[config.mk]
export PLATFORM = sky130hd
export DESIGN_NAME = issue_stage
export DESIGN_NICKNAME = d
export VERILOG_FILES = /design/src/rcu_pkg.sv /design/src/issue_stage.sv
export SDC_FILE = /design/constraint.sdc
export NUM_CORES = 1
export LEC_CHECK = 0
export BUFFER_PORTS_ARGS = -buffer_cell sky130_fd_sc_hd__clkbuf_2
export CORE_AREA = 2 2 168 170
export CTS_CLUSTER_SIZE = 10
export DETAILED_ROUTE_END_ITERATION = 12
export DIE_AREA = 0 0 170 172
export SYNTH_ARGS = -nofsm -noshare
export SYNTH_HDL_FRONTEND = slang
export SYNTH_SLANG_ARGS = --single-unit
[constraint.sdc]
create_clock -name clk -period 3 [get_ports clk]
set_input_delay 0.15 -clock clk [delete_from_list [all_inputs] [get_ports clk]]
set_output_delay 0.15 -clock clk [all_outputs]
set_load 0.01 [all_outputs]
[src/rcu_pkg.sv]
// rename and reorder unit types
package rcu_pkg;

    localparam int xlen = 64;
    localparam int pc_width = 32;
    localparam int arch_regs = 32;

    // default sizes, overridden from the top level
    localparam int default_rob_size = 16;
    localparam int default_phys_regs = 64;

    // widest tag and line that fit the shared structs
    localparam int tag_max_width = 6;
    localparam int line_max_width = 4;

    typedef logic [$clog2(arch_regs)-1:0] arch_reg_t;
    typedef logic [tag_max_width-1:0] tag_t;
    typedef logic [line_max_width-1:0] line_t;
    typedef logic [3:0] ecause_t;

    // decode to rename bundle
    typedef struct packed {
        logic [pc_width-1:0] pc;
        logic [31:0] imm;
        arch_reg_t rs1;
        arch_reg_t rs2;
        arch_reg_t rd;
        logic use_rs1;
        logic use_rs2;
        logic use_rd;
        logic is_lsu;
        logic exception;
        ecause_t ecause;
    } dispatch_t;

    // one function unit result
    typedef struct packed {
        logic valid;
        tag_t tag;
        logic [xlen-1:0] data;
        line_t line;
    } wb_t;

    typedef struct packed {
        logic valid;
        logic exception;
        ecause_t ecause;
        logic [pc_width-1:0] pc;
    } commit_t;

    // rob entry as seen by the issue pointer
    typedef struct packed {
        logic pending;
        logic exception;
        logic is_lsu;
        logic [pc_width-1:0] pc;
        logic [31:0] imm;
        tag_t rs1_tag;
        tag_t rs2_tag;
        tag_t new_tag;
    } iss_entry_t;

    typedef struct packed {
        logic is_lsu;
        line_t line;
        tag_t tag;
        logic [pc_width-1:0] pc;
        logic [31:0] imm;
        logic [xlen-1:0] rs1_data;
        logic [xlen-1:0] rs2_data;
    } issue_t;

endpackage

[src/issue_stage.sv]
// in-order issue to alu and lsu
module issue_stage #(
    parameter int rob_size = rcu_pkg::default_rob_size,
    parameter int phys_regs = rcu_pkg::default_phys_regs
) (
    input  logic clk,
    input  logic reset,
    input  logic flush,
    input  logic [$clog2(rob_size)-1:0] write_line,
    output logic [$clog2(rob_size)-1:0] iss_line,
    input  rcu_pkg::iss_entry_t iss_entry,
    input  logic rs1_ready,
    input  logic rs2_ready,
    input  logic [rcu_pkg::xlen-1:0] rs1_data,
    input  logic [rcu_pkg::xlen-1:0] rs2_data,
    input  logic alu_ready,
    input  logic lsu_ready,
    output logic issue_valid,
    output rcu_pkg::issue_t issue,
    output logic iss_done
);
    localparam int tag_w = $clog2(phys_regs);
    localparam int line_w = $clog2(rob_size);

    logic [line_w-1:0] iss_ptr;
    logic pending;
    logic unit_ready;
    logic step;

    assign iss_line = iss_ptr;
    assign pending = iss_entry.pending && !flush;
    assign issue_valid = pending && !iss_entry.exception && rs1_ready && rs2_ready;
    assign unit_ready = iss_entry.is_lsu ? lsu_ready : alu_ready;
    // excepting entries are passed over without a bundle
    assign step = pending && iss_entry.exception;
    assign iss_done = (issue_valid && unit_ready) || step;

    always_ff @(posedge clk) begin
        if (reset) begin
            iss_ptr <= '0;
        end else if (flush) begin
            iss_ptr <= write_line;
        end else if (iss_done) begin
            iss_ptr <= (iss_ptr == line_w'(rob_size - 1)) ? '0 : iss_ptr + 1'b1;
        end
    end

    // bundle stays put while the unit holds off
    always_comb begin
        issue.is_lsu = iss_entry.is_lsu;
        issue.line = rcu_pkg::line_t'(iss_ptr);
        issue.tag = rcu_pkg::tag_t'(iss_entry.new_tag[tag_w-1:0]);
        issue.pc = iss_entry.pc;
        issue.imm = iss_entry.imm;
        issue.rs1_data = rs1_data;
        issue.rs2_data = rs2_data;
    end

endmodule

Yosys cells after proc, flatten, opt, wreduce, memory -nomap -nowiden
Index checks and enable logic that the tools add are counted.
{"block": "totals", "regBits": 4, "inputBits": 224, "wordCells": 17}
{"block": "classes", "n_reduce_logical": 10, "mux": 4, "addsub": 1, "n_eq_ne": 1}
{"cell": "4-bit two-way mux", "count": 3}
{"cell": "1-bit logical AND", "count": 6}
{"cell": "4-bit by 1-bit adder with 4-bit output, second input constant", "count": 1}
{"cell": "4-bit equality test, second input constant", "count": 1}
{"cell": "1-bit logical NOT", "count": 2}
{"cell": "2-bit nonzero test", "count": 1}
{"cell": "1-bit logical OR", "count": 1}
{"cell": "1-bit two-way mux", "count": 1}

Longest topological paths before layout
{"block": "depth", "depth_word": 9, "mapped_depth": 5, "ltp_nobuf": 5}

Worst setup path after synthesis
No wires, ideal clock.
{"block": "synth_path", "path_type": "input -> register", "from": "input port flush", "to": "register iss_ptr[2] (netlist: iss_line[2])", "slack_ns": 1.616, "path_stages": 4, "setup_time_ns": 0.127, "t_arrival_ns": 1.258, "cell_sequence": "buf_6 -> o41ai_4 -> nor4b_1 -> or3_1"}
{"block": "synth_between", "elab_chain_len": 8, "elab_cells_between_ends": 10, "cone_classes": "1 x mux; 9 x reduce/logical"}
{"element": "from (decl)", "line_no": "issue_stage.sv:8", "rtl": "input logic flush,"}
{"element": "1-bit logical NOT *", "line_no": "issue_stage.sv:31", "rtl": "assign pending = iss_entry.pending && !flush;"}
{"element": "1-bit logical AND *", "line_no": "issue_stage.sv:31"}
{"element": "1-bit logical AND (3 in a row)", "line_no": "issue_stage.sv:32", "rtl": "assign issue_valid = pending && !iss_entry.exception && rs1_ready && rs2_ready;"}
{"element": "1-bit logical AND", "line_no": "issue_stage.sv:36", "rtl": "assign iss_done = (issue_valid && unit_ready) || step;"}
{"element": "1-bit logical OR *", "line_no": "issue_stage.sv:36"}
{"element": "named net iss_done", "line_no": "issue_stage.sv:20", "rtl": "output logic iss_done"}
{"element": "2-bit nonzero test (no line) *"}
{"element": "to (signal assigned)", "line_no": "issue_stage.sv:42", "rtl": "iss_ptr <= write_line;"}
{"element": "to (signal assigned)", "line_no": "issue_stage.sv:44", "rtl": "iss_ptr <= (iss_ptr == line_w'(rob_size - 1)) ? '0 : iss_ptr + 1'b1;"}
{"element": "to (decl)", "line_no": "issue_stage.sv:25", "rtl": "logic [line_w-1:0] iss_ptr;"}
Mark *: on every way through the listed nets, which the timed path passes. The rest lies on a longest branch.
A chain may end at the register's enable or synchronous reset.

Final worst setup path
{"block": "layout_path", "from": "register iss_ptr[1] (netlist: iss_line[1])", "to": "register iss_ptr[3] (netlist: iss_line[3])"}
{"block": "layout_between", "elab_chain_len": 4, "elab_cells_between_ends": 5, "cone_classes": "1 x add/sub; 1 x eq/ne; 3 x mux"}
{"element": "4-bit by 1-bit adder with 4-bit output / 4-bit equality test (equally long branches)", "line_no": "issue_stage.sv:44"}
{"element": "4-bit two-way mux *", "line_no": "issue_stage.sv:44"}
{"element": "4-bit two-way mux *", "line_no": "issue_stage.sv:43", "rtl": "end else if (iss_done) begin"}
{"element": "4-bit two-way mux *", "line_no": "issue_stage.sv:41", "rtl": "end else if (flush) begin"}
Every way passes the cells marked *; elsewhere a longest branch is shown, timed or not. The select of a mux whose other input is x is not followed.

==> reports/metrics.yaml <==
hpwl_mm: 4.71
cts-root-buf: "clkbuf_16"
clock-sinks: 4
worstPathArrival_ns: 1.53
dominantRegCellSynth: "dfxtp_1"
cts_tree: "done"
vias: 723
yosysTopAreaCellShare: 0.829
ant_nets: 0
antenna_cells: 0
drv_cap: 0
whs_ns: 0.200
num_rows: 61
synth_commonest_cells: "buf_4 (203), dfxtp_1 (4), nor2_1 (4)"
initial_utilization: 0.0669
grt_max_degree: 10
worstPathRequired_ns: 3.11
hold_class: "input port to flip-flop"
stdcell_area_sq_um: 932
antenna_found_initial: 0
power.total_uw: 327
synth_edf_count: 0
via_per_inst: 1.77
die_area_sq_um: 29200
ys_ff_latch: 4
drt_iter0_markers: 13
endpoint_kind: "flip-flop"
status: "complete, no violations"
final_nets: 289
layoutNonFillerInstCount: 408
syn_avg_cell_area_sq_um: 7.70
insertion_delay_ns: 0.23
grt_pass1_vias: 807
drive_gt1_frac: 0.452
ff2ff_setup_slack_ns: 1.59
post-place-cells: 405
clk_pin_slew_ns: 0.03
period_share: 0.471
synth.distinct_cells: 21
crit_end: "iss_line[3]"
rsz0062_at_grt: "no"
portBuffers: 24
clock_path_buffers: 2
critPathKind: "flip-flop to flip-flop"
fmax_mhz: 707
numCtsBuffers: 3
wl_per_cell_um: 14.1
r2r-end: "iss_line[3]"
synth_most_common_cell: "buf_4"
skew_ns: 0.000466
ys_seq_area_frac: 0.0435
syn_area_sq_um: 1840
remaining_drc_errors: 0
htree_levels: 1
drtPass1Iterations: 2
setup_viol: 0
period_needed_ns: 1.41
dpl-instance-area_sq_um: 857
routabilityCongestion: 0.568
critPathLaunch: "iss_line[1]"
totalWireLength_mm: 5.74
post_cts_buffers: 0
io_pins: 433
path_max_fanout: 6
yosys.area.top_type: "buf_4"
largest_register_ffs: 4
grt_pass1_wl_mm: 6.67
startpoint_type: "flip-flop"
cts_hold_buf: 0
leakage_nw: 0.272
async_reset_ff_frac: 0
gr-total-overflow: 0
ff2ff_path_depth: 5
synthCells: 239
die_height_um: 172
r2r-start: "iss_line[1]"
fp.dieW_um: 170
track_usage: 0.0352
relSlewSlack: 0.650
hold_violations: 0
peakVddDrop_uv: 100
drv_slew: 0
core_sq_um: 27500
synthToLayoutAreaGrowth_pct: -49.3
synth_nets: 464
yosys_warnings: 0
tns_ns: 0
synth_area_leaders: "buf_4 (83%), dfxtp_1 (4.4%), mux2i_1 (1.6%)"
p_per_area_nw_per_um2: 351
worst_slew_pin_slew_ns: 0.523
cts_resized: 0
kinds of logic after synthesis:
logic type | share of synthesized area
AOI/OAI and AO/OA | 0.0435
buffers and inverters | 0.841
muxes | 0.0163
and+or+nand+nor | 0.0490
DFF | 0.0435
adders and majority gates | 0.00680
per-stage QoR:
step / setup WS [ns] / utilization
after CTS: 1.54 / 0.0339
final: 1.59 / 0.0339
after global routing: 1.42 / 0.0339
after floorplan: 1.62 / -
after detailed placement: 1.44 / 0.0312
after global placement: 1.47 / 0.0312
worst max-delay path, stage by stage (launching register included):
cell	delay, ns
dfxtp_1	0.48
ha_1	0.27
a21oi_1	0.05
o21ai_0	0.14
a21boi_0	0.11
a211o_1	0.25
cells in the final DEF (no fill, tap or decap), types with 2 or more instances in the layout:
master / n
clkbuf_16: 3
nor2_1: 4
nand2_1: 3
dfxtp_1: 4
nor4b_1: 2
clkbuf_2: 24
a211oi_1: 2
o21ai_0: 2
mux2i_1: 3
nand3b_1: 2
inv_1: 3
where the power goes:
group / leakage, nW / switching, mW / total [mW] / internal (mW)
registers: 0.0332 / 0.00859 / 0.0665 / 0.0579
logic: 0.201 / 0.0283 / 0.0509 / 0.0226
clock network: 0.0370 / 0.0391 / 0.209 / 0.170
total: 0.272 / 0.0759 / 0.327 / 0.251
how the worst min path moves through the flow:
stage	slack, ns	cells after the start	to	start
floorplan	0.22	1	iss_line[0]	reset
global placement	0.30	0	issue[122]	rs1_data[58]
detailed placement	0.30	0	issue[122]	rs1_data[58]
CTS	0.20	2	iss_line[0]	reset
global route	0.22	2	iss_line[1]	reset
finish	0.20	2	iss_line[0]	reset
per-layer routing:
layer / vias to the layer above / GRT usage / part of all wire
li1: 190 / - / -
met1: 222 / 0.00966 / 0.12
met2: 192 / 0.0543 / 0.42
met3: 119 / 0.0327 / 0.25
met4: 0 / 0.0758 / 0.21
met5: - / 0 / 0
layout make-up:
class	instances	area, sq um
fill	3278	26500
tap	346	433
multi-input combinational	28	213
timing repair buffer	24	120
sequential	4	80.1
clock buffer	3	75.1
inverter	3	11.3
No activity file was read; power rests on OpenSTA's default activity.
