File: src/rcu_pkg.sv
// rename and reorder unit types
package rcu_pkg;

    localparam int xlen = 64;
    localparam int pc_width = 32;
    localparam int arch_regs = 32;

    // default sizes, overridden from the top level
    localparam int default_rob_size = 16;
    localparam int default_phys_regs = 64;

    // widest tag and line that fit the shared structs
    localparam int tag_max_width = 6;
    localparam int line_max_width = 4;

    typedef logic [$clog2(arch_regs)-1:0] arch_reg_t;
    typedef logic [tag_max_width-1:0] tag_t;
    typedef logic [line_max_width-1:0] line_t;
    typedef logic [3:0] ecause_t;

    // decode to rename bundle
    typedef struct packed {
        logic [pc_width-1:0] pc;
        logic [31:0] imm;
        arch_reg_t rs1;
        arch_reg_t rs2;
        arch_reg_t rd;
        logic use_rs1;
        logic use_rs2;
        logic use_rd;
        logic is_lsu;
        logic exception;
        ecause_t ecause;
    } dispatch_t;

    // one function unit result
    typedef struct packed {
        logic valid;
        tag_t tag;
        logic [xlen-1:0] data;
        line_t line;
    } wb_t;

    typedef struct packed {
        logic valid;
        logic exception;
        ecause_t ecause;
        logic [pc_width-1:0] pc;
    } commit_t;

    // rob entry as seen by the issue pointer
    typedef struct packed {
        logic pending;
        logic exception;
        logic is_lsu;
        logic [pc_width-1:0] pc;
        logic [31:0] imm;
        tag_t rs1_tag;
        tag_t rs2_tag;
        tag_t new_tag;
    } iss_entry_t;

    typedef struct packed {
        logic is_lsu;
        line_t line;
        tag_t tag;
        logic [pc_width-1:0] pc;
        logic [31:0] imm;
        logic [xlen-1:0] rs1_data;
        logic [xlen-1:0] rs2_data;
    } issue_t;

endpackage

File: src/free_tag_pool.sv
// free physical tag bitmap
module free_tag_pool #(
    parameter int phys_regs = rcu_pkg::default_phys_regs
) (
    input  logic clk,
    input  logic reset,
    input  logic flush,
    input  logic alloc,
    output logic [$clog2(phys_regs)-1:0] alloc_tag,
    output logic empty,
    input  logic commit,
    input  logic [$clog2(phys_regs)-1:0] commit_new_tag,
    input  logic [$clog2(phys_regs)-1:0] commit_old_tag
);
    localparam int tag_w = $clog2(phys_regs);

    logic [phys_regs-1:0] free_q;
    // tags held by the committed map, tag 0 always included
    logic [phys_regs-1:0] committed_q;

    // lowest free tag wins, tag 0 is never handed out
    always_comb begin
        alloc_tag = '0;
        for (int i = phys_regs - 1; i > 0; i--) begin
            if (free_q[i]) begin
                alloc_tag = tag_w'(i);
            end
        end
    end

    assign empty = ~|free_q;

    always_ff @(posedge clk) begin
        if (reset) begin
            free_q <= {{(phys_regs - 1){1'b1}}, 1'b0};
            committed_q <= {{(phys_regs - 1){1'b0}}, 1'b1};
        end else if (flush) begin
            // everything not in the committed map is free again
            free_q <= ~committed_q;
        end else begin
            if (alloc) begin
                free_q[alloc_tag] <= 1'b0;
            end
            if (commit) begin
                committed_q[commit_new_tag] <= 1'b1;
                if (commit_old_tag != '0) begin
                    committed_q[commit_old_tag] <= 1'b0;
                    free_q[commit_old_tag] <= 1'b1;
                end
            end
        end
    end

endmodule

File: config.mk
export PLATFORM = sky130hd
export DESIGN_NAME = free_tag_pool
export DESIGN_NICKNAME = d
export VERILOG_FILES = /design/src/rcu_pkg.sv /design/src/free_tag_pool.sv
export SDC_FILE = /design/constraint.sdc
export NUM_CORES = 1
export LEC_CHECK = 0
export ABC_AREA = 1
export BUFFER_PORTS_ARGS = -buffer_cell sky130_fd_sc_hd__clkbuf_2
export CAP_MARGIN = 20
export CORE_AREA = 2 2 118 120
export DETAILED_ROUTE_END_ITERATION = 10
export DIE_AREA = 0 0 120 122
export PLACE_DENSITY = 0.77
export SYNTH_ARGS = -nofsm -noshare
export SYNTH_HDL_FRONTEND = slang
export SYNTH_SLANG_ARGS = --single-unit
File: constraint.sdc
create_clock -name clk -period 8.5 [get_ports clk]
set_clock_uncertainty 0.2 [all_clocks]
set_input_delay 0 -clock clk [delete_from_list [all_inputs] [get_ports clk]]
set_output_delay 0 -clock clk [all_outputs]
set_load 0.005 [all_outputs]
Word level (Yosys, flattened, before mapping). Index checks and enable logic that the tools add are counted.

Register bits: 128. Latch bits: 0. Memory bits (writable): 0. Bits in read-only memories: 0. Memories kept: 0.

$add $sub $neg: 0. Multiply operators: 0. Divide/modulo/power cells: 0. Magnitude comparators: 6. Equal/unequal tests: 0. Shifts and indexed selects: 0. Mux-type cells: 76. Bitwise logic cells: 8. Reductions and logical operators: 7.

Operator list (count): 2-to-1 mux 64 bit (7); 2-to-1 mux 6 bit (63); NOT 64 bit (3); AND 64 bit (2); OR 64 bit (2); OR reduction 64 bit (1); less-than comparator 6 x 7 -> 1 bit (second input constant) (3); demux 1 bit (select 6 bit) (3); >= comparator 6 x 1 -> 1 bit (second input constant) (3); nonzero test 6 bit (1); logical AND 1 bit (3); 2-to-1 mux 1 bit (3); AND reduction 2 bit (1); logical NOT 1 bit (1); NOT 1 bit (1).

Depth between registers and ports, before layout.
Depth in word-level cells: 76. Mapped depth: 67.

Worst setup path after synthesis. Ideal clock, no wire load.

Path kind: reg2reg. From: reg free_q[62]. To: reg free_q[57]. Arrival time: 3.334 ns. Data required time: 8.187 ns. Slack: 4.853 ns. Cell stages (with the launch flop): 68. Clock period less this slack: 3.647 ns. Path through: dfxtp_1 inv_2 nand2_1 nand2_1 nand2_1 nand2_1 nand2_1 nand2_1 nand2_1 nand2_1 nand2_1 nand2_1 nand2_1 nand2_1 nand2_1 nand2_1 nand2_1 nand2_1 (+32 left out) nand2_1 nand2_1 nand2_1 nand2_1 nand2_1 nand2_1 nand2_1 nand2_1 nand2_1 nand2_1 nand2_1 nand2_2 nand2_4 nand2_4 buf_6 nand3_1 nand2_1 nand2_1.

Longest elaborated chain between the ends: 75. Elaborated cells on any way between the ends: 76.

RTL lines: start, declared (RTL line free_tag_pool.sv:17) `logic [phys_regs-1:0] free_q;`; start signal, assigned (RTL line free_tag_pool.sv:35) `free_q <= {{(phys_regs - 1){1'b1}}, 1'b0};`; start signal, assigned (RTL line free_tag_pool.sv:39) `free_q <= ~committed_q;`; 2-to-1 mux 6 bit (*) (62 in a row) (RTL line free_tag_pool.sv:25) `if (free_q[i]) begin`; named net alloc_tag[0] (RTL line free_tag_pool.sv:9) `output logic [$clog2(phys_regs)-1:0] alloc_tag,`; less-than comparator 6 x 7 -> 1 bit (implied by the code) / >= comparator 6 x 1 -> 1 bit (equally long branches) (RTL line free_tag_pool.sv:42) `free_q[alloc_tag] <= 1'b0;`; logical AND 1 bit (implied by the code) (RTL line free_tag_pool.sv:42); 2-to-1 mux 1 bit (implied by the code) (RTL line free_tag_pool.sv:42); demux 1 bit (select 6 bit) (*) (RTL line free_tag_pool.sv:42); NOT 64 bit (no line) (*); AND 64 bit (no line) (*); 2-to-1 mux 64 bit (*) (RTL line free_tag_pool.sv:41) `if (alloc) begin`; 2-to-1 mux 64 bit (*) (RTL line free_tag_pool.sv:37) `end else if (flush) begin`; 2-to-1 mux 64 bit (*) (RTL line free_tag_pool.sv:34) `if (reset) begin`; OR 64 bit (no line); 2-to-1 mux 64 bit (RTL line free_tag_pool.sv:46) `if (commit_old_tag != '0) begin`; 2-to-1 mux 64 bit (*) (RTL line free_tag_pool.sv:44) `if (commit) begin`; 2-to-1 mux 64 bit (*) (RTL line free_tag_pool.sv:37).

Mark *: on every way through the listed nets, which the timed path passes. The rest lies on a longest branch. The select of a mux whose other input is x is not followed. A chain may end at the register's enable or synchronous reset.

Worst setup path in the final report.
From: reg free_q[62]. To: out alloc_tag[0].

Longest elaborated chain between the ends: 62.

RTL lines (RTL line): 2-to-1 mux 6 bit (62 in a row) (free_tag_pool.sv:25); end, declared (free_tag_pool.sv:9).

No other way between the ends.

==> impl_metrics.py <==
metrics = {
    "status": {
        "status": "finished clean",
    },
    "final_layout": {
        "stdcell_count": 1294,
        "multiInputGateArea_mm2": 0.00334,
        "n_antenna_cell": 0,
        "nNetsFinal": 1119,
        "area.sequential_mm2": 0.00256,
        "drive_gt1_share_pct": 6.19,
        "fillers": 1252,
        "syn_to_final_growth_pct": 17.8,
    },
    "min_path": {
        "worstHoldEndpoint": "free_q[31]$_SDFF_PP1_",
        "hold_class": "in -> reg",
        "whs_path_depth": 8,
        "holdCritStartpoint": "alloc",
    },
    "placement": {
        "place.gp.congestion": 0.909,
        "dp.cells": 1238,
        "portBuffers": 23,
        "dp_hpwl_um": 13100,
        "place_ws_ps": 4100,
    },
    "logic_synthesis": {
        "yosys_warnings": 0,
        "postSynthAreaPerCell_um2": 6.18,
        "yosys-top-cells-count": "253 x nor2_1, 225 x nand2_1, 131 x inv_1",
        "yosys_register_bits": 128,
        "post-synth-top-area-cell": "dfxtp_1",
        "synth.net_count": 1082,
        "netlist_top_cells_area": "dfxtp_1 39%, nor2_1 14%, nand2_1 13%",
        "synthMostInstantiatedCell": "nor2_1",
        "postSynthCellCount": 1065,
        "synth_top_area_share_pct": 39.0,
        "synth_top_flop_cell": "dfxtp_1",
        "synthArstFlopShare_pct": 0,
        "syn_area_mm2": 0.00658,
        "synth_cell_types": 27,
        "synth_edf_count": 0,
        "synth-seq-area-share_pct": 39.0,
    },
    "cts": {
        "htree_levels": 4,
        "cts_inserted_buffers": 17,
        "post_cts_hold_buffer_count": 23,
        "clkLatencyLatePin_ps": 420,
        "ctsResizeCount": 0,
        "cts_max_path_buffers": 2,
        "cts_tree": "built",
        "post_cts_buffers": 0,
        "path_clk_slew_ps": 50,
        "cts_sinks": 128,
        "clockRootBuffer": "clkbuf_16",
    },
    "timing": {
        "drv_slew": 0,
        "period_minus_slack_ps": 4720,
        "min_period_over_period_pct": 55.5,
        "finalWorstSetupSlack_ps": 3780,
        "grt_setup_unrepaired": "no",
        "worst_pin_slew_ps": 1190,
        "hold_viol": 0,
        "maxSlewHeadroom_pct": 20.6,
        "finalSetupViolations": 0,
        "tns_ps": 0,
        "max_freq_mhz": 212,
    },
    "worst_setup_path": {
        "reg2reg_to": "free_q[63]$_SDFF_PP1_",
        "critPathRequiredTime_ps": 8300,
        "critPathSlowestCell": "dfxtp_1",
        "rrSetupSlack_ps": 4020,
        "path_max_fanout": 33,
        "reg2reg_depth": 65,
        "start_kind": "flip-flop",
        "worstPathArrival_ps": 4520,
        "cpMostUsedCell": "nand2_1",
        "slowest_delay_ps": 340,
        "crit_type": "reg -> out",
        "endpoint_kind": "output port",
        "reg2reg_from": "free_q[63]$_SDFF_PP1_",
    },
    "routing": {
        "via_per_inst": 5.36,
        "wl_met2_um": 8320,
        "drc": 0,
        "wire_per_inst_um": 15.0,
        "wl_met3_um": 1780,
        "drt_wl_total_um": 19400,
        "vias": 6941,
        "top_layer": "met4",
        "ant_nets": 0,
        "met1_length_um": 8830,
        "drtIter0Drc": 718,
        "first_pass_iters": 7,
    },
    "global_route": {
        "overflow": 0,
        "grt_pass1_vias": 6183,
        "grt_max_degree": 71,
        "antenna_found_initial": 0,
        "grt_pass1_wl_um": 31000,
        "grt_usage_pct": 27.1,
    },
    "die": {
        "rows": 43,
        "die-area_mm2": 0.0146,
        "die_h_um": 122,
        "top_level_ports": 24,
        "core_area_mm2": 0.0135,
        "die_w_um": 120,
        "initial_core_util_pct": 48.7,
    },
    "job": {
        "maxCapViolations": 0,
    },
    "power": {
        "leakage_uw": 0.00351,
        "power.density_mw_per_mm2": 213,
        "ir_drop_v": 0.000109,
    },
}
-- cell type report --
type	instances	share of cell area [%]
clock buffers	20	5.89
clock inverters	11	3.33
inverters	134	6.49
multi-input cells	767	43.1
flip-flops and latches	128	33.1
well taps	180	2.91
repair buffers	54	5.23
-- through the flow --
stage / cell area (um^2) / utilization [%] / hold WS (ps) / power, uW
floorplan: 6580 / - / -40.8 / 733
global placement: 6790 / 50.3 / 86.9 / 766
detailed placement: 6790 / 50.3 / 90.0 / 767
CTS: 7740 / 57.3 / 18.7 / 1650
global route: 7750 / 57.4 / 107 / 1700
finish: 7750 / 57.4 / 26.1 / 1650
-- worst max-delay path by stage --
stage | start | endpoint
2_1_floorplan | free_q[62]$_SDFF_PP1_ | free_q[57]$_SDFF_PP1_
3_3_place_gp | free_q[62]$_SDFF_PP1_ | free_q[63]$_SDFF_PP1_
3_5_place_dp | free_q[63]$_SDFF_PP1_ | free_q[63]$_SDFF_PP1_
4_1_cts | free_q[62]$_SDFF_PP1_ | alloc_tag[0]
5_1_grt | free_q[62]$_SDFF_PP1_ | alloc_tag[0]
6_report | free_q[62]$_SDFF_PP1_ | alloc_tag[0]
-- sequential cells by signal (all words and copies together) (netlist names) --
name / count
free_q: 64
committed_q: 64
-- report_power, final --
part	switching [uW]	total, uW	internal, uW
clock	265	887	622
combinational	99.0	141	42.0
sequential	9.13	625	616
total	373	1650	1280
-- cells by family (layout without fill, tap and decap cells) --
group | count (synthesis) | count (layout) | synth area share [%]
AO/OA/AOI/OAI | 154 | 154 | 12.2
buffers and inverters | 170 | 219 | 10.3
flip-flops | 128 | 128 | 39.0
AND/OR/NAND/NOR | 613 | 613 | 38.6
-- placed cells by master (no fill, tap or decap), drive strengths merged --
cell / count
clkinv: 3
dlygate4sd3: 23
o211ai: 5
and2: 1
bufinv: 8
nor2: 253
inv: 133
a21oi: 74
nor3: 20
nand4: 26
nand2: 228
o21bai: 2
clkinvlp: 1
dfxtp: 128
o311ai: 1
nand3: 70
clkbuf: 45
nor4: 13
a31oi: 5
or2: 2
buf: 6
o31ai: 1
a311oi: 1
o21ai: 65
-- worst max-delay path, delay by kind of cell (launching register included) --
family	cells	cell delay, ps
buffers and inverters	2	270
and+or+nand+nor	62	3460
DFF	1	340
-- per-layer routing --
| layer | track usage (%) | vias to the layer above |
|---|---|---|
| met5 | 0 | - |
| li1 | - | 3475 |
| met4 | 10.1 | 0 |
| met1 | 38.5 | 3086 |
| met3 | 5.71 | 49 |
| met2 | 40.4 | 331 |
No activity file was read; power rests on OpenSTA's default activity.
