`config.mk`:
```
export PLATFORM = sky130hd
export DESIGN_NAME = rename_map
export DESIGN_NICKNAME = d
export VERILOG_FILES = /design/src/rcu_pkg.sv /design/src/rename_map.sv
export SDC_FILE = /design/constraint.sdc
export NUM_CORES = 1
export LEC_CHECK = 0
export BUFFER_PORTS_ARGS = -buffer_cell sky130_fd_sc_hd__buf_4
export CORE_MARGIN = 4
export CORE_UTILIZATION = 44
export CTS_CLUSTER_SIZE = 10
export DETAILED_ROUTE_END_ITERATION = 10
export GPL_ROUTABILITY_DRIVEN = 1
export HOLD_SLACK_MARGIN = 0.06
export SLEW_MARGIN = 20
export SYNTH_ARGS = -nofsm -noshare
export SYNTH_HDL_FRONTEND = slang
export SYNTH_SLANG_ARGS = --single-unit
```
`constraint.sdc`:
```
create_clock -name clk -period 1.95 [get_ports clk]
set_input_delay 0.0975 -clock clk [delete_from_list [all_inputs] [get_ports clk]]
set_output_delay 0.0975 -clock clk [all_outputs]
set_load 0.02 [all_outputs]
```
`src/rcu_pkg.sv`:
```
// rename and reorder unit types
package rcu_pkg;

    localparam int xlen = 64;
    localparam int pc_width = 32;
    localparam int arch_regs = 32;

    // default sizes, overridden from the top level
    localparam int default_rob_size = 16;
    localparam int default_phys_regs = 64;

    // widest tag and line that fit the shared structs
    localparam int tag_max_width = 6;
    localparam int line_max_width = 4;

    typedef logic [$clog2(arch_regs)-1:0] arch_reg_t;
    typedef logic [tag_max_width-1:0] tag_t;
    typedef logic [line_max_width-1:0] line_t;
    typedef logic [3:0] ecause_t;

    // decode to rename bundle
    typedef struct packed {
        logic [pc_width-1:0] pc;
        logic [31:0] imm;
        arch_reg_t rs1;
        arch_reg_t rs2;
        arch_reg_t rd;
        logic use_rs1;
        logic use_rs2;
        logic use_rd;
        logic is_lsu;
        logic exception;
        ecause_t ecause;
    } dispatch_t;

    // one function unit result
    typedef struct packed {
        logic valid;
        tag_t tag;
        logic [xlen-1:0] data;
        line_t line;
    } wb_t;

    typedef struct packed {
        logic valid;
        logic exception;
        ecause_t ecause;
        logic [pc_width-1:0] pc;
    } commit_t;

    // rob entry as seen by the issue pointer
    typedef struct packed {
        logic pending;
        logic exception;
        logic is_lsu;
        logic [pc_width-1:0] pc;
        logic [31:0] imm;
        tag_t rs1_tag;
        tag_t rs2_tag;
        tag_t new_tag;
    } iss_entry_t;

    typedef struct packed {
        logic is_lsu;
        line_t line;
        tag_t tag;
        logic [pc_width-1:0] pc;
        logic [31:0] imm;
        logic [xlen-1:0] rs1_data;
        logic [xlen-1:0] rs2_data;
    } issue_t;

endpackage

```
`src/rename_map.sv`:
```
// speculative and committed rename tables
module rename_map #(
    parameter int phys_regs = rcu_pkg::default_phys_regs
) (
    input  logic clk,
    input  logic reset,
    input  logic flush,
    input  rcu_pkg::arch_reg_t rs1,
    input  rcu_pkg::arch_reg_t rs2,
    input  rcu_pkg::arch_reg_t rd,
    output logic [$clog2(phys_regs)-1:0] rs1_tag,
    output logic [$clog2(phys_regs)-1:0] rs2_tag,
    output logic [$clog2(phys_regs)-1:0] old_tag,
    input  logic rename,
    input  logic [$clog2(phys_regs)-1:0] new_tag,
    input  logic commit,
    input  rcu_pkg::arch_reg_t commit_rd,
    input  logic [$clog2(phys_regs)-1:0] commit_tag
);
    localparam int tag_w = $clog2(phys_regs);

    logic [tag_w-1:0] spec_map [rcu_pkg::arch_regs];
    logic [tag_w-1:0] comm_map [rcu_pkg::arch_regs];

    // entry 0 is never written, so x0 stays on tag 0
    assign rs1_tag = spec_map[rs1];
    assign rs2_tag = spec_map[rs2];
    assign old_tag = spec_map[rd];

    // speculative table, updated at dispatch
    always_ff @(posedge clk) begin
        if (reset) begin
            for (int i = 0; i < rcu_pkg::arch_regs; i++) begin
                spec_map[i] <= '0;
            end
        end else if (flush) begin
            spec_map <= comm_map;
        end else if (rename && (rd != '0)) begin
            spec_map[rd] <= new_tag;
        end
    end

    // committed table, updated at retirement
    always_ff @(posedge clk) begin
        if (reset) begin
            for (int i = 0; i < rcu_pkg::arch_regs; i++) begin
                comm_map[i] <= '0;
            end
        end else if (commit && (commit_rd != '0)) begin
            comm_map[commit_rd] <= commit_tag;
        end
    end

endmodule

```
# Word-level counts from Yosys, hierarchy flattened
# Index checks and enable logic that the tools add are counted.
# W data, S select, Z words.
[word_totals] regBits=384 input_bits=37 output_inout_bits=18 wordCells=98
[op_classes] magnitude_cmp=6 muxes=17 bitwise_logic=4 n_reduce_logical=7
[op_table] operator="$bwmux W192" n=2
[op_table] operator="$mux W192" n=2
[op_table] operator="$bmux W6 S5" n=3
[op_table] operator="$demux W6 S5" n=2
[op_table] operator="$mux W6" n=8
[op_table] operator="$ge A6 B6 Y1 const B" n=4
[op_table] operator="$not A5 Y6" n=4
[op_table] operator="$lt A6 B1 Y1 const B" n=2
[op_table] operator="$reduce_bool A5 Y1" n=2
[op_table] operator="$logic_and A1 B1 Y1" n=4
[op_table] operator="$reduce_bool A2 Y1" n=1

# Logic depth before layout (Yosys ltp)
# Gate-level depths: netlist of run 1.
[depth] ltp_word=8 ltp_mapped=8

# Least setup slack after synthesis of run 1
# OpenSTA, ideal clock, no wires.
[synth_path] kind="input port to output port" from="in rd[0]" to="out old_tag[4]" t_arrival_ns=1.760 required_ns=1.852 path_slack_ns=0.093 path_stages=6 cell_sequence="clkbuf_1 > buf_2 > mux4_2 > mux2_2 > a31oi_1 > o221ai_1"
[synth_via] elab_chain_cells=4
[synth_rtl] item="from (decl)" line_no="rename_map.sv:10" text="input rcu_pkg::arch_reg_t rd,"
[synth_rtl] item="$not A5 Y6 (not written as such)" line_no="rename_map.sv:28" text="assign old_tag = spec_map[rd];"
[synth_rtl] item="$bmux W6 S5" line_no="rename_map.sv:28"
[synth_rtl] item="$mux W6 (not written as such) (2 in a row)" line_no="rename_map.sv:28"
[synth_rtl] item="to (decl)" line_no="rename_map.sv:13" text="output logic [$clog2(phys_regs)-1:0] old_tag,"
# Every way passes these cells. The select of a mux whose other input is x is not followed.

# Worst setup path in the final report of run 1
[layout_path] from="reg spec_map[52] (netlist name)" to="out rs1_tag[4]"
[layout_via] elab_chain_cells=3
[layout_rtl] item="from (decl)" line_no="rename_map.sv:22" text="logic [tag_w-1:0] spec_map [rcu_pkg::arch_regs];"
[layout_rtl] item="from (signal assigned)" line_no="rename_map.sv:37" text="spec_map <= comm_map;"
[layout_rtl] item="from (signal, indexed assignment)" line_no="rename_map.sv:39" text="spec_map[rd] <= new_tag;"
[layout_rtl] item="$bmux W6 S5" line_no="rename_map.sv:26" text="assign rs1_tag = spec_map[rs1];"
[layout_rtl] item="$mux W6 (not written as such) (2 in a row)" line_no="rename_map.sv:26"
[layout_rtl] item="to (decl)" line_no="rename_map.sv:11" text="output logic [$clog2(phys_regs)-1:0] rs1_tag,"
# Every way passes these cells. The select of a mux whose other input is x is not followed.

==> results_dict.tcl, run 1 <==
set metrics [dict create \
    min-delay-start "new_tag[3]" \
    synth-simple-area-share_pct 11.84 \
    report.final.slew_viol_count 0 \
    post_dp_cell_area_um2 22370 \
    drc 0 \
    gpl.final_weighted_congestion 0.9683 \
    largest_family_of_logic_cells_by_synthesized_area "multiplexers" \
    synth_compound_area_share_pct 16.92 \
    finalHoldViolations 0 \
    antenna_violating_nets_post_route 0 \
    timing.final.crit_share_pct 134.4 \
    min_delay_path_depth 5 \
    postSynthRegisterBits 384 \
    status "finished with violations" \
    reg2reg_slack_ps 970 \
    io_buffer_count 54 \
    die_width_um 217.9 \
    firstDrtPassIters 6 \
    layout_cells_sized_above_1_pct 32.91 \
    clk_pin_slew_ps 60 \
    timing.hold.worst_endpoint "spec_map[159]$_SDFFE_PP0P_" \
    syn-mean-instance-area_um2 9.874 \
    max-clock-path-buffers 3 \
    crit-reg2reg-capture "spec_map[58]$_SDFFE_PP0P_" \
    worst-path-max-fanout 3 \
    placementRows 76 \
    maxSlewHeadroom_pct 53.18 \
    violations "negative setup slack" \
    required_ps 1850 \
    muxShareOfSynthArea_pct 27.41 \
    insertion_delay_ps 590 \
    max-vdd-ir-drop_mv 0.6044 \
    worst-r2r-cell-count 4 \
    worst_path_setup_slack_after_routing_ps -670.9 \
    ys.flop_type "dfxtp_1" \
    final_setup_violations 18 \
    clock_tree_from_tritoncts "built" \
    finalCriticalPeriod_ps 2621 \
    tritoncts.num_buffers 46 \
    detail_route.wirelength_um 78180 \
    grt_max_degree 57 \
    postSynth.asyncResetShare_pct 0 \
    number_of_global_route_vias_before_repair 17120 \
    synthXorXnorAreaFrac_pct 0 \
    routedWlPerCell_um 28.07 \
    vertical_die_dimension_um 217.9 \
    num_vias 17890 \
    powerDensity_nw_per_um2 787.4 \
    yosysTopAreaCell "dfxtp_1" \
    clock_tree.root_cell "clkbuf_16" \
    fin_area_um2 24190 \
    leakage_uw 0.009187 \
    synth_cells 1964 \
    cts_htree_levels 2 \
    most_used_standard_cell_by_instance_count_after_synthesis "dfxtp_1" \
    synth.cell_area_um2 19390 \
    fp.dieArea_um2 47500 \
    min_path_type "input port to flop" \
    synth.top_cells.by_count "dfxtp_1, a21oi_1, nand2_1" \
    critical_path_class "flop to output port" \
    synth_adder_area_share_pct 0 \
    fillers 3821 \
    dp_hpwl_um 56170 \
    count_of_flip_flops_with_a_built_in_enable_after_synthesis 0 \
    netlist.area_leader.share_pct 39.64 \
    critPathArrivalTime_ps 2520 \
    grt_usage_pct 32.54 \
    nets_in_the_synthesized_netlist 2001 \
    initial_core_util_pct 44.72 \
    drv_cap 0 \
    worst_r2r_startpoint "spec_map[58]$_SDFFE_PP0P_" \
    clock_sink_count 384 \
    yosysWarnings 0 \
    dr.first_iter.drc_count 2465 \
    worst_setup_path_startpoint "spec_map[52]$_SDFFE_PP0P_" \
    timing.critical_path.to_type "output port" \
    synth-seq-area-share_pct 39.64 \
    layout.nets 2222 \
    avgViaCountPerCell 6.423 \
    global_route_wire_length_before_repair_um 115500 \
    max_freq_mhz 381.5 \
    worst_clock_skew_ps 16.66 \
    layout_overhead_on_the_synthesized_area_pct 24.76 \
    post_synth_main_area_contributors "dfxtp_1, mux4_2, mux2i_1" \
    placeableCoreArea_um2 43360 \
    worst_slew_pin_slew_ps 699.0 \
    fin_hold_ws_ps 106.1 \
    diodes 0 \
    io_pins 55 \
    synth.lib_cells_used.distinct 46 \
    critical_path.startpoint_type "flop" \
    number_of_antenna_violations_at_the_first_check_in_global_routing 1 \
    rsz_0062_raised_after_global_routing "yes" \
    globalRoute.totalOverflow 0 \
]
==> area by class of cell <==
cell class              instances  area, µm²  share of cell area (%)
flip-flops and latches        384       7856                   32.47
multi-input cells            1385      11060                   45.73
inverters                       1      3.754                 0.01551
clock buffers                  59       1304                   5.389
clock inverters                 4      20.02                 0.08274
repair buffers                367       3214                   13.29
well taps                     585      732.0                   3.025
==> power by group <==
part	total (µW)	leakage, µW	switching (µW)	internal (µW)
sequential	8370	0.00317	305	8060
clock	7870	0.000655	3270	4600
combinational	2810	0.00536	1550	1250
total	19100	0.00919	5130	13900
==> what timing repair did <==
item,in CTS,in global routing
hold buffers,9,0
setup buffers,6,1
hold endpoints to repair,85,0
pin swaps,12,6
endpoints found under the setup margin,18,18
gates resized for setup,161,25
==> routing by layer <==
metal	part of all wire (%)	track usage (%)
met5	0.017	0
met4	2.8	9.143
met3	11	7.984
met2	43	48.10
met1	43	47.61
==> per-stage QoR <==
step | std cells | setup TNS, ps | util [%] | worst slack (ps) | power [µW]
2_1_floorplan | 1964 | 0 | - | 92.78 | 9827
3_3_place_gp | 2706 | -3082 | 51.59 | -241.9 | 11130
3_5_place_dp | 2706 | -3133 | 51.59 | -237.2 | 11140
4_1_cts | 2784 | -9702 | 55.68 | -664.6 | 19040
5_1_grt | 2785 | -9991 | 55.80 | -674.1 | 19550
6_report | 2785 | -9764 | 55.80 | -670.9 | 19050
==> how the worst max path moves through the flow <==
stage	slack [ps]	to
2_1_floorplan	90	old_tag[4]
5_1_grt	-670	rs1_tag[4]
3_5_place_dp	-240	rs1_tag[4]
4_1_cts	-660	rs1_tag[4]
3_3_place_gp	-240	rs1_tag[4]
6_report	-670	rs1_tag[4]
==> worst max-delay path, stage by stage (launching register included) <==
cell     delay [ps]
dfxtp_2         330
buf_6           120
mux4_2          500
mux4_2          520
mux2_4          330
buf_6           140
==> layout by cell type, fill, tap and decap left out, types with 6 or more instances in the layout <==
cell type	count
nand2_1	232
nor2_1	179
mux4_1	6
dfxtp_4	16
mux4_2	146
dlygate4sd3_1	9
dfxtp_1	281
nand3_1	71
mux2_4	16
buf_4	304
a41o_1	6
dfxtp_2	87
a21o_1	18
a211oi_1	37
mux2i_1	145
clkbuf_1	6
buf_12	26
mux2_2	6
a31oi_1	7
clkbuf_16	49
a31o_2	7
a21oi_1	270
nor2b_4	6
buf_6	26
nor2b_1	10
a22oi_1	154
==> cells by family (layout without fill, tap and decap cells) <==
logic type,count (synthesis),in the layout
AOI/OAI and AO/OA,524,524
buffers and inverters,195,431
DFF,384,384
muxes,324,324
and+or+nand+nor,537,537
==> flip-flops by register name, indices dropped and copies added (netlist names) <==
register	count
comm_map	192
spec_map	192
Power figures use the tool's default switching activity.
==> run 2: changes to the inputs <==
CORE_UTILIZATION = 63   (was 44)
PLACE_DENSITY = 0.8   (was not set)
==> run 2 against run 1 <==
Effect of this change:
- cell count fell by 9.1%
- the run still ends with negative setup slack left
- via count is 4.3% higher
- largest power group unchanged
- register-to-register slack got worse by 90 ps
- largest cell class unchanged
- clock power shrank 2%
==> results_dict.tcl, run 2 (same netlist as run 1, synthesis figures left out) <==
set metrics [dict create \
    placementRows 63 \
    critPathArrivalTime_ps 2540 \
    finalCriticalPeriod_ps 2634 \
    drc 0 \
    final_common_cell "dfxtp_1" \
    fin_hold_ws_ps 97.27 \
    grt_usage_pct 44.82 \
    num_vias 18660 \
    worst-r2r-cell-count 3 \
    worst_r2r_startpoint "spec_map[115]$_SDFFE_PP0P_" \
    dr.first_iter.drc_count 2867 \
    number_of_global_route_vias_before_repair 18120 \
    critical_path_class "flop to output port" \
    status "finished with violations" \
    worst_setup_timing_slack_at_the_placement_stage_ps -248.7 \
    violations "negative setup slack" \
    die_width_um 183.4 \
    io_buffer_count 54 \
    timing.hold.worst_endpoint "comm_map[153]$_SDFFE_PP0P_" \
    report.final.slew_viol_count 0 \
    placeableCoreArea_um2 30030 \
    required_ps 1850 \
    clock_sink_count 384 \
    dp_hpwl_um 52630 \
    layout_overhead_on_the_synthesized_area_pct 22.06 \
    detail_route.wirelength_um 77060 \
    reg2reg_slack_ps 880 \
    tns_ps -9756 \
    timing.critical_path.to_type "output port" \
    worst-path-max-fanout 3 \
    fin_area_um2 23670 \
    globalRoute.totalOverflow 0 \
    fp.dieArea_um2 33650 \
    max-clock-path-buffers 3 \
    min_delay_path_depth 3 \
    powerDensity_nw_per_um2 799.2 \
    drv_cap 0 \
    worst_slew_pin_slew_ps 685.4 \
    gpl.final_weighted_congestion 1.077 \
    final_cell_mix "dfxtp_1, a21oi_1, buf_4" \
    fillers 1875 \
    initial_core_util_pct 64.57 \
    number_of_antenna_violations_at_the_first_check_in_global_routing 1 \
    p_int_uw 13790 \
    biggestRegsByFlops "comm_map (192), spec_map (192)" \
    max-vdd-ir-drop_mv 0.8927 \
    pwr-share-comb_pct 14.8 \
    post_dp_cell_area_um2 21930 \
    cts_htree_levels 2 \
    avgViaCountPerCell 7.370 \
    vertical_die_dimension_um 183.4 \
    leakage_uw 0.008971 \
    layout_cells_sized_above_1_pct 30.77 \
    global_route_wire_length_before_repair_um 114100 \
    crit-reg2reg-capture "spec_map[115]$_SDFFE_PP0P_" \
    clock_tree_from_tritoncts "built" \
    antenna_violating_nets_post_route 0 \
    clk_pin_slew_ps 50 \
    totalPowerFinal_uw 18920 \
    switchingPower_uw 5125 \
    tritoncts.num_buffers 45 \
    firstDrtPassIters 11 \
    maxSlewHeadroom_pct 54.31 \
    grt_max_degree 72 \
    min-delay-start "commit_tag[3]" \
    routedWlPerCell_um 30.43 \
    layout.nets 2171 \
    timing.final.crit_share_pct 135.1 \
    worst_path_setup_slack_after_routing_ps -683.5 \
    rsz_0062_raised_after_global_routing "yes" \
    clock_power_share_pct 40.9 \
    min_path_type "input port to flop" \
    worst_clock_skew_ps 35.76 \
    share_seq_of_total_power_pct 44.3 \
    final_setup_violations 18 \
    diodes 0 \
    swShare_pct 27.09 \
    io_pins 55 \
    critical_path.startpoint_type "flop" \
    insertion_delay_ps 590 \
    max_freq_mhz 379.7 \
    finalHoldViolations 0 \
    clock_tree.root_cell "clkbuf_16" \
]
run 2: stage by stage:
stage	util [%]	cells
floorplan	-	1964
global placement	73.03	2471
detailed placement	73.03	2471
CTS	78.52	2532
global route	78.82	2532
finish	78.82	2532
run 2: final cells by class:
class / count / area [µm²] / share of cell area (%)
clock buffer: 50 / 1175 / 4.964
clock inverter: 5 / 128.9 / 0.5445
inverter: 1 / 3.754 / 0.01586
multi-input combinational: 1385 / 11110 / 46.92
sequential: 384 / 7823 / 33.05
tap: 390 / 488.0 / 2.062
timing repair buffer: 317 / 2947 / 12.45
run 2: critical path: stages, from the launching register on:
cell and delay [ps]:
dfxtp_2 340, mux4_4 610, mux4_2 560, mux2_4 330, buf_6 140
run 2: power by group through the flow:
stage,Sequential [µW],Combinational [µW],Clock [µW]
final,8380,2800,7740
after CTS,8340,2690,7700
after global placement,8490,2550,0
after detailed placement,8500,2590,0
after floorplan,8340,1490,0
after global routing,8360,2900,8070
run 2: what timing repair did:
item                                    in CTS  in global routing
resized for setup                          136                 28
setup buffers                                3                  0
pin swaps                                    9                  7
cloned                                       0                  0
endpoints found under the setup margin      18                 18
hold endpoints to repair                    55                  0
hold buffers                                 3                  0
run 2: worst max path at each step:
stage / from / endpoint / slack [ps]
after global routing: spec_map[119]$_SDFFE_PP0P_ / rs2_tag[5] / -690
after global placement: rd[1] / old_tag[3] / -260
after CTS: spec_map[119]$_SDFFE_PP0P_ / rs2_tag[5] / -660
after floorplan: rd[0] / old_tag[4] / 90
after detailed placement: rd[1] / old_tag[3] / -250
final: spec_map[119]$_SDFFE_PP0P_ / rs2_tag[5] / -680
run 2: layer usage:
metal	wire length [µm]	part of all wire (%)	track usage, %	up-vias
met3	11820	15	15.00	432
met5	17	0.022	0	-
met4	5725	7.4	25.39	2
met1	26200	34	57.30	8958
li1	-	-	-	7667
met2	33300	43	67.07	1601
