## src/rcu_pkg.sv

```systemverilog
// rename and reorder unit types
package rcu_pkg;

    localparam int xlen = 64;
    localparam int pc_width = 32;
    localparam int arch_regs = 32;

    // default sizes, overridden from the top level
    localparam int default_rob_size = 16;
    localparam int default_phys_regs = 64;

    // widest tag and line that fit the shared structs
    localparam int tag_max_width = 6;
    localparam int line_max_width = 4;

    typedef logic [$clog2(arch_regs)-1:0] arch_reg_t;
    typedef logic [tag_max_width-1:0] tag_t;
    typedef logic [line_max_width-1:0] line_t;
    typedef logic [3:0] ecause_t;

    // decode to rename bundle
    typedef struct packed {
        logic [pc_width-1:0] pc;
        logic [31:0] imm;
        arch_reg_t rs1;
        arch_reg_t rs2;
        arch_reg_t rd;
        logic use_rs1;
        logic use_rs2;
        logic use_rd;
        logic is_lsu;
        logic exception;
        ecause_t ecause;
    } dispatch_t;

    // one function unit result
    typedef struct packed {
        logic valid;
        tag_t tag;
        logic [xlen-1:0] data;
        line_t line;
    } wb_t;

    typedef struct packed {
        logic valid;
        logic exception;
        ecause_t ecause;
        logic [pc_width-1:0] pc;
    } commit_t;

    // rob entry as seen by the issue pointer
    typedef struct packed {
        logic pending;
        logic exception;
        logic is_lsu;
        logic [pc_width-1:0] pc;
        logic [31:0] imm;
        tag_t rs1_tag;
        tag_t rs2_tag;
        tag_t new_tag;
    } iss_entry_t;

    typedef struct packed {
        logic is_lsu;
        line_t line;
        tag_t tag;
        logic [pc_width-1:0] pc;
        logic [31:0] imm;
        logic [xlen-1:0] rs1_data;
        logic [xlen-1:0] rs2_data;
    } issue_t;

endpackage

```

## src/rob_store.sv

```systemverilog
// reorder buffer storage and commit
module rob_store #(
    parameter int rob_size = rcu_pkg::default_rob_size,
    parameter int phys_regs = rcu_pkg::default_phys_regs
) (
    input  logic clk,
    input  logic reset,
    input  logic flush,
    input  logic dispatch_valid,
    output logic dispatch_ready,
    input  rcu_pkg::dispatch_t dispatch,
    input  logic [$clog2(phys_regs)-1:0] rs1_tag,
    input  logic [$clog2(phys_regs)-1:0] rs2_tag,
    input  logic [$clog2(phys_regs)-1:0] old_tag,
    input  logic [$clog2(phys_regs)-1:0] new_tag,
    input  logic pool_empty,
    output logic accept,
    output logic [$clog2(rob_size)-1:0] write_line,
    input  logic [$clog2(rob_size)-1:0] iss_line,
    output rcu_pkg::iss_entry_t iss_entry,
    input  logic iss_done,
    input  rcu_pkg::wb_t wb_alu,
    input  rcu_pkg::wb_t wb_lsu,
    output rcu_pkg::commit_t commit,
    output rcu_pkg::arch_reg_t commit_rd,
    output logic [$clog2(phys_regs)-1:0] commit_new_tag,
    output logic [$clog2(phys_regs)-1:0] commit_old_tag,
    output logic commit_fire
);
    localparam int tag_w = $clog2(phys_regs);
    localparam int line_w = $clog2(rob_size);

    // payload
    logic [rcu_pkg::pc_width-1:0] pc_q [rob_size];
    logic [31:0] imm_q [rob_size];
    rcu_pkg::ecause_t ecause_q [rob_size];
    rcu_pkg::arch_reg_t rd_q [rob_size];
    logic [tag_w-1:0] rs1_tag_q [rob_size];
    logic [tag_w-1:0] rs2_tag_q [rob_size];
    logic [tag_w-1:0] new_tag_q [rob_size];
    logic [tag_w-1:0] old_tag_q [rob_size];
    logic [rob_size-1:0] is_lsu_q;
    logic [rob_size-1:0] except_q;

    // entry status
    logic [rob_size-1:0] occupied;
    logic [rob_size-1:0] issued;
    logic [rob_size-1:0] finish;
    logic [line_w-1:0] wr_ptr;
    logic [line_w-1:0] cm_ptr;
    logic trap_pending;

    logic take;
    logic cm_valid;

    function automatic logic [line_w-1:0] next_line(input logic [line_w-1:0] line);
        return (line == line_w'(rob_size - 1)) ? '0 : line + 1'b1;
    endfunction

    assign dispatch_ready = !occupied[wr_ptr] && !pool_empty && !flush;
    assign take = dispatch_valid && dispatch_ready;
    // only a real destination takes a tag, excepting entries never write back
    assign accept = take && dispatch.use_rd && (dispatch.rd != '0) && !dispatch.exception;
    assign write_line = wr_ptr;

    always_ff @(posedge clk) begin
        if (take) begin
            pc_q[wr_ptr] <= dispatch.pc;
            imm_q[wr_ptr] <= dispatch.imm;
            ecause_q[wr_ptr] <= dispatch.ecause;
            is_lsu_q[wr_ptr] <= dispatch.is_lsu;
            except_q[wr_ptr] <= dispatch.exception;
            // unused sources read tag 0
            rs1_tag_q[wr_ptr] <= dispatch.use_rs1 ? rs1_tag : '0;
            rs2_tag_q[wr_ptr] <= dispatch.use_rs2 ? rs2_tag : '0;
            rd_q[wr_ptr] <= accept ? dispatch.rd : '0;
            new_tag_q[wr_ptr] <= accept ? new_tag : '0;
            old_tag_q[wr_ptr] <= accept ? old_tag : '0;
        end
    end

    always_ff @(posedge clk) begin
        if (reset) begin
            occupied <= '0;
            issued <= '0;
            finish <= '0;
            wr_ptr <= '0;
            cm_ptr <= '0;
            trap_pending <= 1'b0;
        end else if (flush) begin
            occupied <= '0;
            issued <= '0;
            finish <= '0;
            cm_ptr <= wr_ptr;
            trap_pending <= 1'b0;
        end else begin
            if (take) begin
                occupied[wr_ptr] <= 1'b1;
                issued[wr_ptr] <= 1'b0;
                // an excepting entry has nothing to execute
                finish[wr_ptr] <= dispatch.exception;
                wr_ptr <= next_line(wr_ptr);
            end
            if (iss_done) begin
                issued[iss_line] <= 1'b1;
            end
            if (wb_alu.valid) begin
                finish[wb_alu.line[line_w-1:0]] <= 1'b1;
            end
            if (wb_lsu.valid) begin
                finish[wb_lsu.line[line_w-1:0]] <= 1'b1;
            end
            if (cm_valid) begin
                occupied[cm_ptr] <= 1'b0;
                issued[cm_ptr] <= 1'b0;
                finish[cm_ptr] <= 1'b0;
                cm_ptr <= next_line(cm_ptr);
                if (except_q[cm_ptr]) begin
                    trap_pending <= 1'b1;
                end
            end
        end
    end

    // an excepting entry also waits for the issue pointer to step past it
    assign cm_valid = occupied[cm_ptr] && issued[cm_ptr] && finish[cm_ptr]
                      && !trap_pending && !flush;
    assign commit_fire = cm_valid && !except_q[cm_ptr];

    always_comb begin
        commit.valid = cm_valid;
        commit.exception = except_q[cm_ptr];
        commit.ecause = ecause_q[cm_ptr];
        commit.pc = pc_q[cm_ptr];
    end

    assign commit_rd = rd_q[cm_ptr];
    assign commit_new_tag = new_tag_q[cm_ptr];
    assign commit_old_tag = old_tag_q[cm_ptr];

    always_comb begin
        iss_entry.pending = occupied[iss_line] && !issued[iss_line];
        iss_entry.exception = except_q[iss_line];
        iss_entry.is_lsu = is_lsu_q[iss_line];
        iss_entry.pc = pc_q[iss_line];
        iss_entry.imm = imm_q[iss_line];
        iss_entry.rs1_tag = rcu_pkg::tag_t'(rs1_tag_q[iss_line]);
        iss_entry.rs2_tag = rcu_pkg::tag_t'(rs2_tag_q[iss_line]);
        iss_entry.new_tag = rcu_pkg::tag_t'(new_tag_q[iss_line]);
    end

endmodule

```

## config.mk

```make
export PLATFORM = sky130hd
export DESIGN_NAME = rob_store
export DESIGN_NICKNAME = d
export VERILOG_FILES = /design/src/rcu_pkg.sv /design/src/rob_store.sv
export SDC_FILE = /design/constraint.sdc
export NUM_CORES = 2
export LEC_CHECK = 0
export BUFFER_PORTS_ARGS = -buffer_cell sky130_fd_sc_hd__buf_2
export CAP_MARGIN = 5
export CELL_PAD_IN_SITES_DETAIL_PLACEMENT = 1
export CELL_PAD_IN_SITES_GLOBAL_PLACEMENT = 2
export CORE_ASPECT_RATIO = 0.6
export CORE_MARGIN = 2
export CORE_UTILIZATION = 49
export DETAILED_ROUTE_END_ITERATION = 16
export MAX_ROUTING_LAYER = met4
export PLACE_DENSITY = 0.85
export SLEW_MARGIN = 10
export SYNTH_ARGS = -nofsm -noshare
export SYNTH_HDL_FRONTEND = slang
export SYNTH_SLANG_ARGS = --single-unit
```

## constraint.sdc

```tcl
create_clock -name clk -period 8.81 [get_ports clk]
set_input_delay 0.4405 -clock clk [delete_from_list [all_inputs] [get_ports clk]]
set_output_delay 0.4405 -clock clk [all_outputs]
set_load 0.01 [all_outputs]
```

# Word-level counts from Yosys, hierarchy flattened
# Memories as Yosys holds them, arrays and structs flattened. A register that Yosys moved wholly into a read port is not among the register bits.
# Index checks and enable logic that the tools add are counted.
dict set report word_totals {
  register_bits 89
  latchBits 0
  ram_bits 1552
  romBits 0
  out_inout_bits 147
  wordCells 143
  memories 8
}
dict set report classes {
  addsub 2
  mul 0
  n_div 0
  magnitude_cmp 10
  eq_ne 2
  shifts 0
  n_mux 73
  n_bitwise 11
  reduce_logical 29
}
# name depth word_bits rd rd_clocked_by_memory_dff write_ports line
set memory_table {}
lappend memory_table {imm_q 16 32 1 0 1 rob_store.sv:35} ;# logic [31:0] imm_q [rob_size];
lappend memory_table {pc_q 16 32 2 1 1 rob_store.sv:34} ;# logic [rcu_pkg::pc_width-1:0] pc_q [rob_size];
lappend memory_table {new_tag_q 16 6 2 1 1 rob_store.sv:40} ;# logic [tag_w-1:0] new_tag_q [rob_size];
lappend memory_table {old_tag_q 16 6 1 1 1 rob_store.sv:41} ;# logic [tag_w-1:0] old_tag_q [rob_size];
lappend memory_table {rs1_tag_q 16 6 1 0 1 rob_store.sv:38} ;# logic [tag_w-1:0] rs1_tag_q [rob_size];
lappend memory_table {rs2_tag_q 16 6 1 0 1 rob_store.sv:39} ;# logic [tag_w-1:0] rs2_tag_q [rob_size];
lappend memory_table {{+2 memories} - - - - - -}
# operator n
set ops {}
lappend ops {{16-bit 2-to-1 mux} 21}
lappend ops {{16-bit bitwise AND} 4}
lappend ops {{16-bit bitwise OR} 4}
lappend ops {{4-bit 2-to-1 mux} 14}
lappend ops {{16-bit bitwise mux} 3}
lappend ops {{1-bit binary-select mux with 4-bit select} 9}
lappend ops {{16-bit inverter} 2}
lappend ops {{4-bit by 5-bit less-than comparator with 1-bit output, second input constant} 5}
lappend ops {{6-bit 2-to-1 mux} 4}
lappend ops {{1-bit demux with 4-bit select} 5}
lappend ops {{4-bit by 1-bit greater-or-equal comparator with 1-bit output, second input constant} 5}
lappend ops {{1-bit logical AND} 17}
lappend ops {{1-bit 2-to-1 mux} 16}
lappend ops {{4-bit by 1-bit adder with 4-bit output, second input constant} 2}
lappend ops {{4-bit == test, second input constant} 2}
lappend ops {{1-bit logical NOT} 7}
lappend ops {{5-bit 2-to-1 mux} 1}
lappend ops {{5-bit nonzero test} 1}
lappend ops {{2-bit AND reduction} 2}
lappend ops {{2-bit nonzero test} 1}
lappend ops {{2-bit OR reduction} 1}
lappend ops {{1-bit inverter} 1}

# Longest topological paths before layout
dict set report logic_depth {
  ltp_word 19
  mapped_depth 10
  ltp_nobuf 7
}

# Least setup slack after synthesis
# OpenSTA, ideal clock, no wires.
dict set report synth_timing {
  kind {reg2reg}
  start {register wr_ptr[0] (netlist: write_line[0])}
  end {register finish[7]}
  setup_ns 0.103
  t_arrival_ns 6.620
  required_ns 8.707
  path_slack_ns 2.087
  path_stages_with_launch 7
  cell_sequence {dfxtp_1 > buf_6 > mux4_2 > or4b_1 > nor2_1 > mux2i_1 > a221oi_1}
}
dict set report synth_between {
  elab_chain_cells 19
  word_cells_on_any_way 25
  cone_classes {2 x order compare; 15 x mux; 3 x bitwise; 5 x reduce/logical}
}
# item line
set synth_rtl {}
lappend synth_rtl {{start: declaration} rob_store.sv:49} ;# logic [line_w-1:0] wr_ptr;
lappend synth_rtl {{start signal: assignment} rob_store.sv:102} ;# wr_ptr <= next_line(wr_ptr);
lappend synth_rtl {{parallel branches: the longest is 6 deep, another holds 4-bit by 5-bit less-than comparator with 1-bit output} -}
lappend synth_rtl {{16-bit 2-to-1 mux *} rob_store.sv:97} ;# if (take) begin
lappend synth_rtl {{16-bit 2-to-1 mux *} rob_store.sv:90} ;# end else if (flush) begin
lappend synth_rtl {{16-bit 2-to-1 mux *} rob_store.sv:83} ;# if (reset) begin
lappend synth_rtl {{16-bit bitwise OR (no line)} -}
lappend synth_rtl {{16-bit 2-to-1 mux *} rob_store.sv:107} ;# if (wb_alu.valid) begin
lappend synth_rtl {{16-bit 2-to-1 mux *} rob_store.sv:90}
lappend synth_rtl {{16-bit 2-to-1 mux *} rob_store.sv:83}
lappend synth_rtl {{16-bit bitwise OR (no line)} -}
lappend synth_rtl {{16-bit 2-to-1 mux *} rob_store.sv:110} ;# if (wb_lsu.valid) begin
lappend synth_rtl {{16-bit 2-to-1 mux *} rob_store.sv:90}
lappend synth_rtl {{16-bit 2-to-1 mux *} rob_store.sv:83}
lappend synth_rtl {{16-bit bitwise AND (no line)} -}
lappend synth_rtl {{16-bit 2-to-1 mux *} rob_store.sv:113} ;# if (cm_valid) begin
lappend synth_rtl {{end signal: indexed assignment} rob_store.sv:101} ;# finish[wr_ptr] <= dispatch.exception;
lappend synth_rtl {{end: declaration} rob_store.sv:48} ;# logic [rob_size-1:0] finish;
# Mark *: on every way between the ends. The select of a mux whose other input is x is not followed.
# A chain may end at the register's enable or synchronous reset.

==> impl_metrics.yaml <==
yosys:
  muxShareOfSynthArea: 0.239
  synth_xor_area_frac: 0.000389
  syn-num-nets: 3151
  ys_ff_latch: 1645
  synth-main-ff-cell: "edfxtp_1"
  synth_seq_area_share: 0.722
  synth_edf_count: 1584
  synth-compound-area-share: 0.0117
  syn_avg_cell_area_um2: 23.5
  synthSimpleGateAreaFrac: 0.0130
  synthCells: 2871
  yosysWarnings: 0
  netlist_area_um2: 67600
  synth_fa_ha_area_frac: 0.00148
  synth.distinct_cells: 55
  synthArstFlopShare: 0
  synth_top_family_by_area: "multiplexers"
final_layout:
  multi_input_area_um2: 18100
  seq_area_um2: 48800
  layout_common_cells: "1584 x edfxtp_1, 705 x mux4_2, 264 x buf_2"
  fin_nets: 3470
  num-fill-cells: 11400
  fin_util: 0.559
  syn_to_final_growth_pct: 13.0
  final_common_cell: "edfxtp_1"
  drive_gt1_frac: 0.390
placed_design:
  gp_congestion: 0.837
  place_hpwl_mm: 93.9
  portBuffers: 268
power:
  p_total_mw: 16.2
  leakagePower_nw: 23.5
  vdd_drop_max_mv: 0.175
  power.density_nw_per_um2: 212
worst_setup_path:
  crit_required_ns: 8.37
  rrSetupSlack_ns: 4.53
  reg2reg_depth: 4
  end_kind: "primary output"
  start_kind: "register"
  crit_path_max_fanout: 116
  crit_type: "reg -> out"
  crit_arrival_ns: 4.39
clock_tree:
  cts_setup_buffers: 0
  cts_tree: "built"
  h-tree-depth: 4
  worstSkewPairLatency_ns: 0.77
  cts_buffers: 152
  cts_resized: 0
  path_clk_slew_ns: 0.07
  cts_sinks: 1645
  root_buffer: "clkbuf_16"
  cts_buffer_depth: 3
sta:
  min_period_ns: 4.83
  skew_ns: 0.0278
  slew-limit-headroom: 0.271
  report.final.setup_viol: 0
  min_period_over_period: 0.549
  fmax_ghz: 0.207
  fin_tns_setup_ns: 0
  slew_violations: 0
  rsz0062_at_grt: "false"
  hold_viol_final: 0
  worstMarginPinSlew_ns: 1.09
detailed_routing:
  post-route-drc-count: 0
  ant_nets: 0
  wl_per_cell_um: 34.2
  viasPerCell: 6.55
  wirelength_mm: 176
  drt-initial-drc-count: 3808
  dr_total_vias: 33700
  firstDrtPassIters: 5
global_routing:
  grt_max_degree: 129
  antenna_found_initial: 16
  grt_pass1_vias: 35900
  grt_pass1_wl_mm: 258
  track_usage: 0.260
  overflow: 0
floorplanning:
  die_h_um: 292
  die_w_um: 483
  io_pins: 419
  die-area_um2: 141000
  initial_utilization: 0.494
  core-area_um2: 137000
  row_count: 105
min_path:
  hold_class: "in -> reg"
  hold_depth: 1
outcome:
  status: "finished, final reports clean"
job:
  maxCapViolCount: 0
[timing repair]
item | CTS | global route
hold buffers | 24 | 0
endpoints found under the setup margin | 0 | 0
hold endpoints to repair | 260 | 0
[worst max-delay path: stages (launching register included)]
cell and delay [ns]:
dfxtp_4 0.69, buf_4 0.63, buf_12 0.67, mux4_2 0.62, mux4_2 0.57, buf_2 0.18
[per-layer routing]
layer / vias up / GRT usage / wire length (um)
li1: 13300 / - / -
met1: 18400 / 0.356 / 70400
met2: 1750 / 0.413 / 87700
met3: 282 / 0.0447 / 13800
met4: 0 / 0.0649 / 3950
met5: - / - / 0
[flip-flops by register name, summed over array words and instances, names as in the netlist, named ones only]
signal / count
imm_q: 512
pc_q: 512
new_tag_q: 96
old_tag_q: 96
rs1_tag_q: 96
rs2_tag_q: 96
rd_q: 80
ecause_q: 64
except_q: 16
finish: 16
is_lsu_q: 16
issued: 16
occupied: 16
cm_ptr: 4
write_line: 4
trap_pending: 1
[Yosys cell counts (2+ instances only)]
cell type,n,area (um2)
a22oi_1,19,143
buf_2,9,45.0
a21boi_1,2,15.0
buf_6,3,33.8
clkbuf_1,123,462
a21oi_1,21,105
nand3_1,10,50.1
nor2b_1,22,138
nand2b_1,3,18.8
a311oi_1,3,26.3
or4_1,2,15.0
xnor2_1,3,26.3
mux4_2,705,15900
o21ai_0,9,45.0
a22o_1,2,17.5
nor2_1,51,191
o32ai_1,8,70.1
nand2_1,21,78.8
or2_2,2,12.5
nand4b_1,2,17.5
buf_1,48,180
ha_1,8,100
mux2i_1,21,210
a221oi_1,9,78.8
a31o_2,4,35.0
a31o_1,4,35.0
edfxtp_1,1584,47600
a31oi_1,6,37.5
mux2_1,2,22.5
a32oi_1,6,52.6
buf_4,2,15.0
inv_1,25,93.8
a211oi_1,7,52.6
and3_1,2,12.5
mux2_2,5,56.3
nor3_1,4,20.0
dfxtp_1,61,1220
and2_1,36,225
[kinds of logic (layout without fill, tap and decap cells)]
group,Yosys count,in the layout
buf+inv,210,650
compound gates,108,108
other cells,0,12
mux,733,733
fa+ha+maj,8,8
xor+xnor,3,3
flops,1645,1645
simple gates,164,164
[where the power goes]
part,total (mW),internal [mW],switching (mW),leakage (nW)
sequential,8.59,8.57,0.0244,14.8
clock,6.67,3.76,2.91,2.43
combinational,0.919,0.421,0.498,6.35
[path summary, 6_finish.rpt]
path | start | end
hold reg to reg | occupied[1] | occupied[1]
setup reg to reg | write_line[0] | ecause_q[3][2]
setup / recovery | register | commit_old_tag[3]
hold / removal | dispatch[47] | imm_q[0][23]
[stage by stage]
| step | hold WS [ns] | cells | setup WS, ns | instance area (um2) |
|---|---|---|---|---|
| final | 0.0546 | 5142 | 3.98 | 76400 |
| after global routing | 0.0270 | 5141 | 3.63 | 76400 |
| after CTS | 0.00125 | 5130 | 3.79 | 76300 |
| after detailed placement | 0.501 | 4831 | 4.50 | 71100 |
| after global placement | 0.465 | 4831 | 4.55 | 71100 |
| after floorplan | 0.443 | 2871 | 2.09 | 67600 |
[cell type report]
cell class	count	share of cell area
flip-flops and latches	1645	0.639
multi-input cells	1016	0.236
clock buffers	180	0.0524
well taps	1819	0.0298
repair buffers	350	0.0281
clock inverters	95	0.0125
inverters	25	0.00143
diodes	12	0.000393
(Power assumes the default switching activity.)
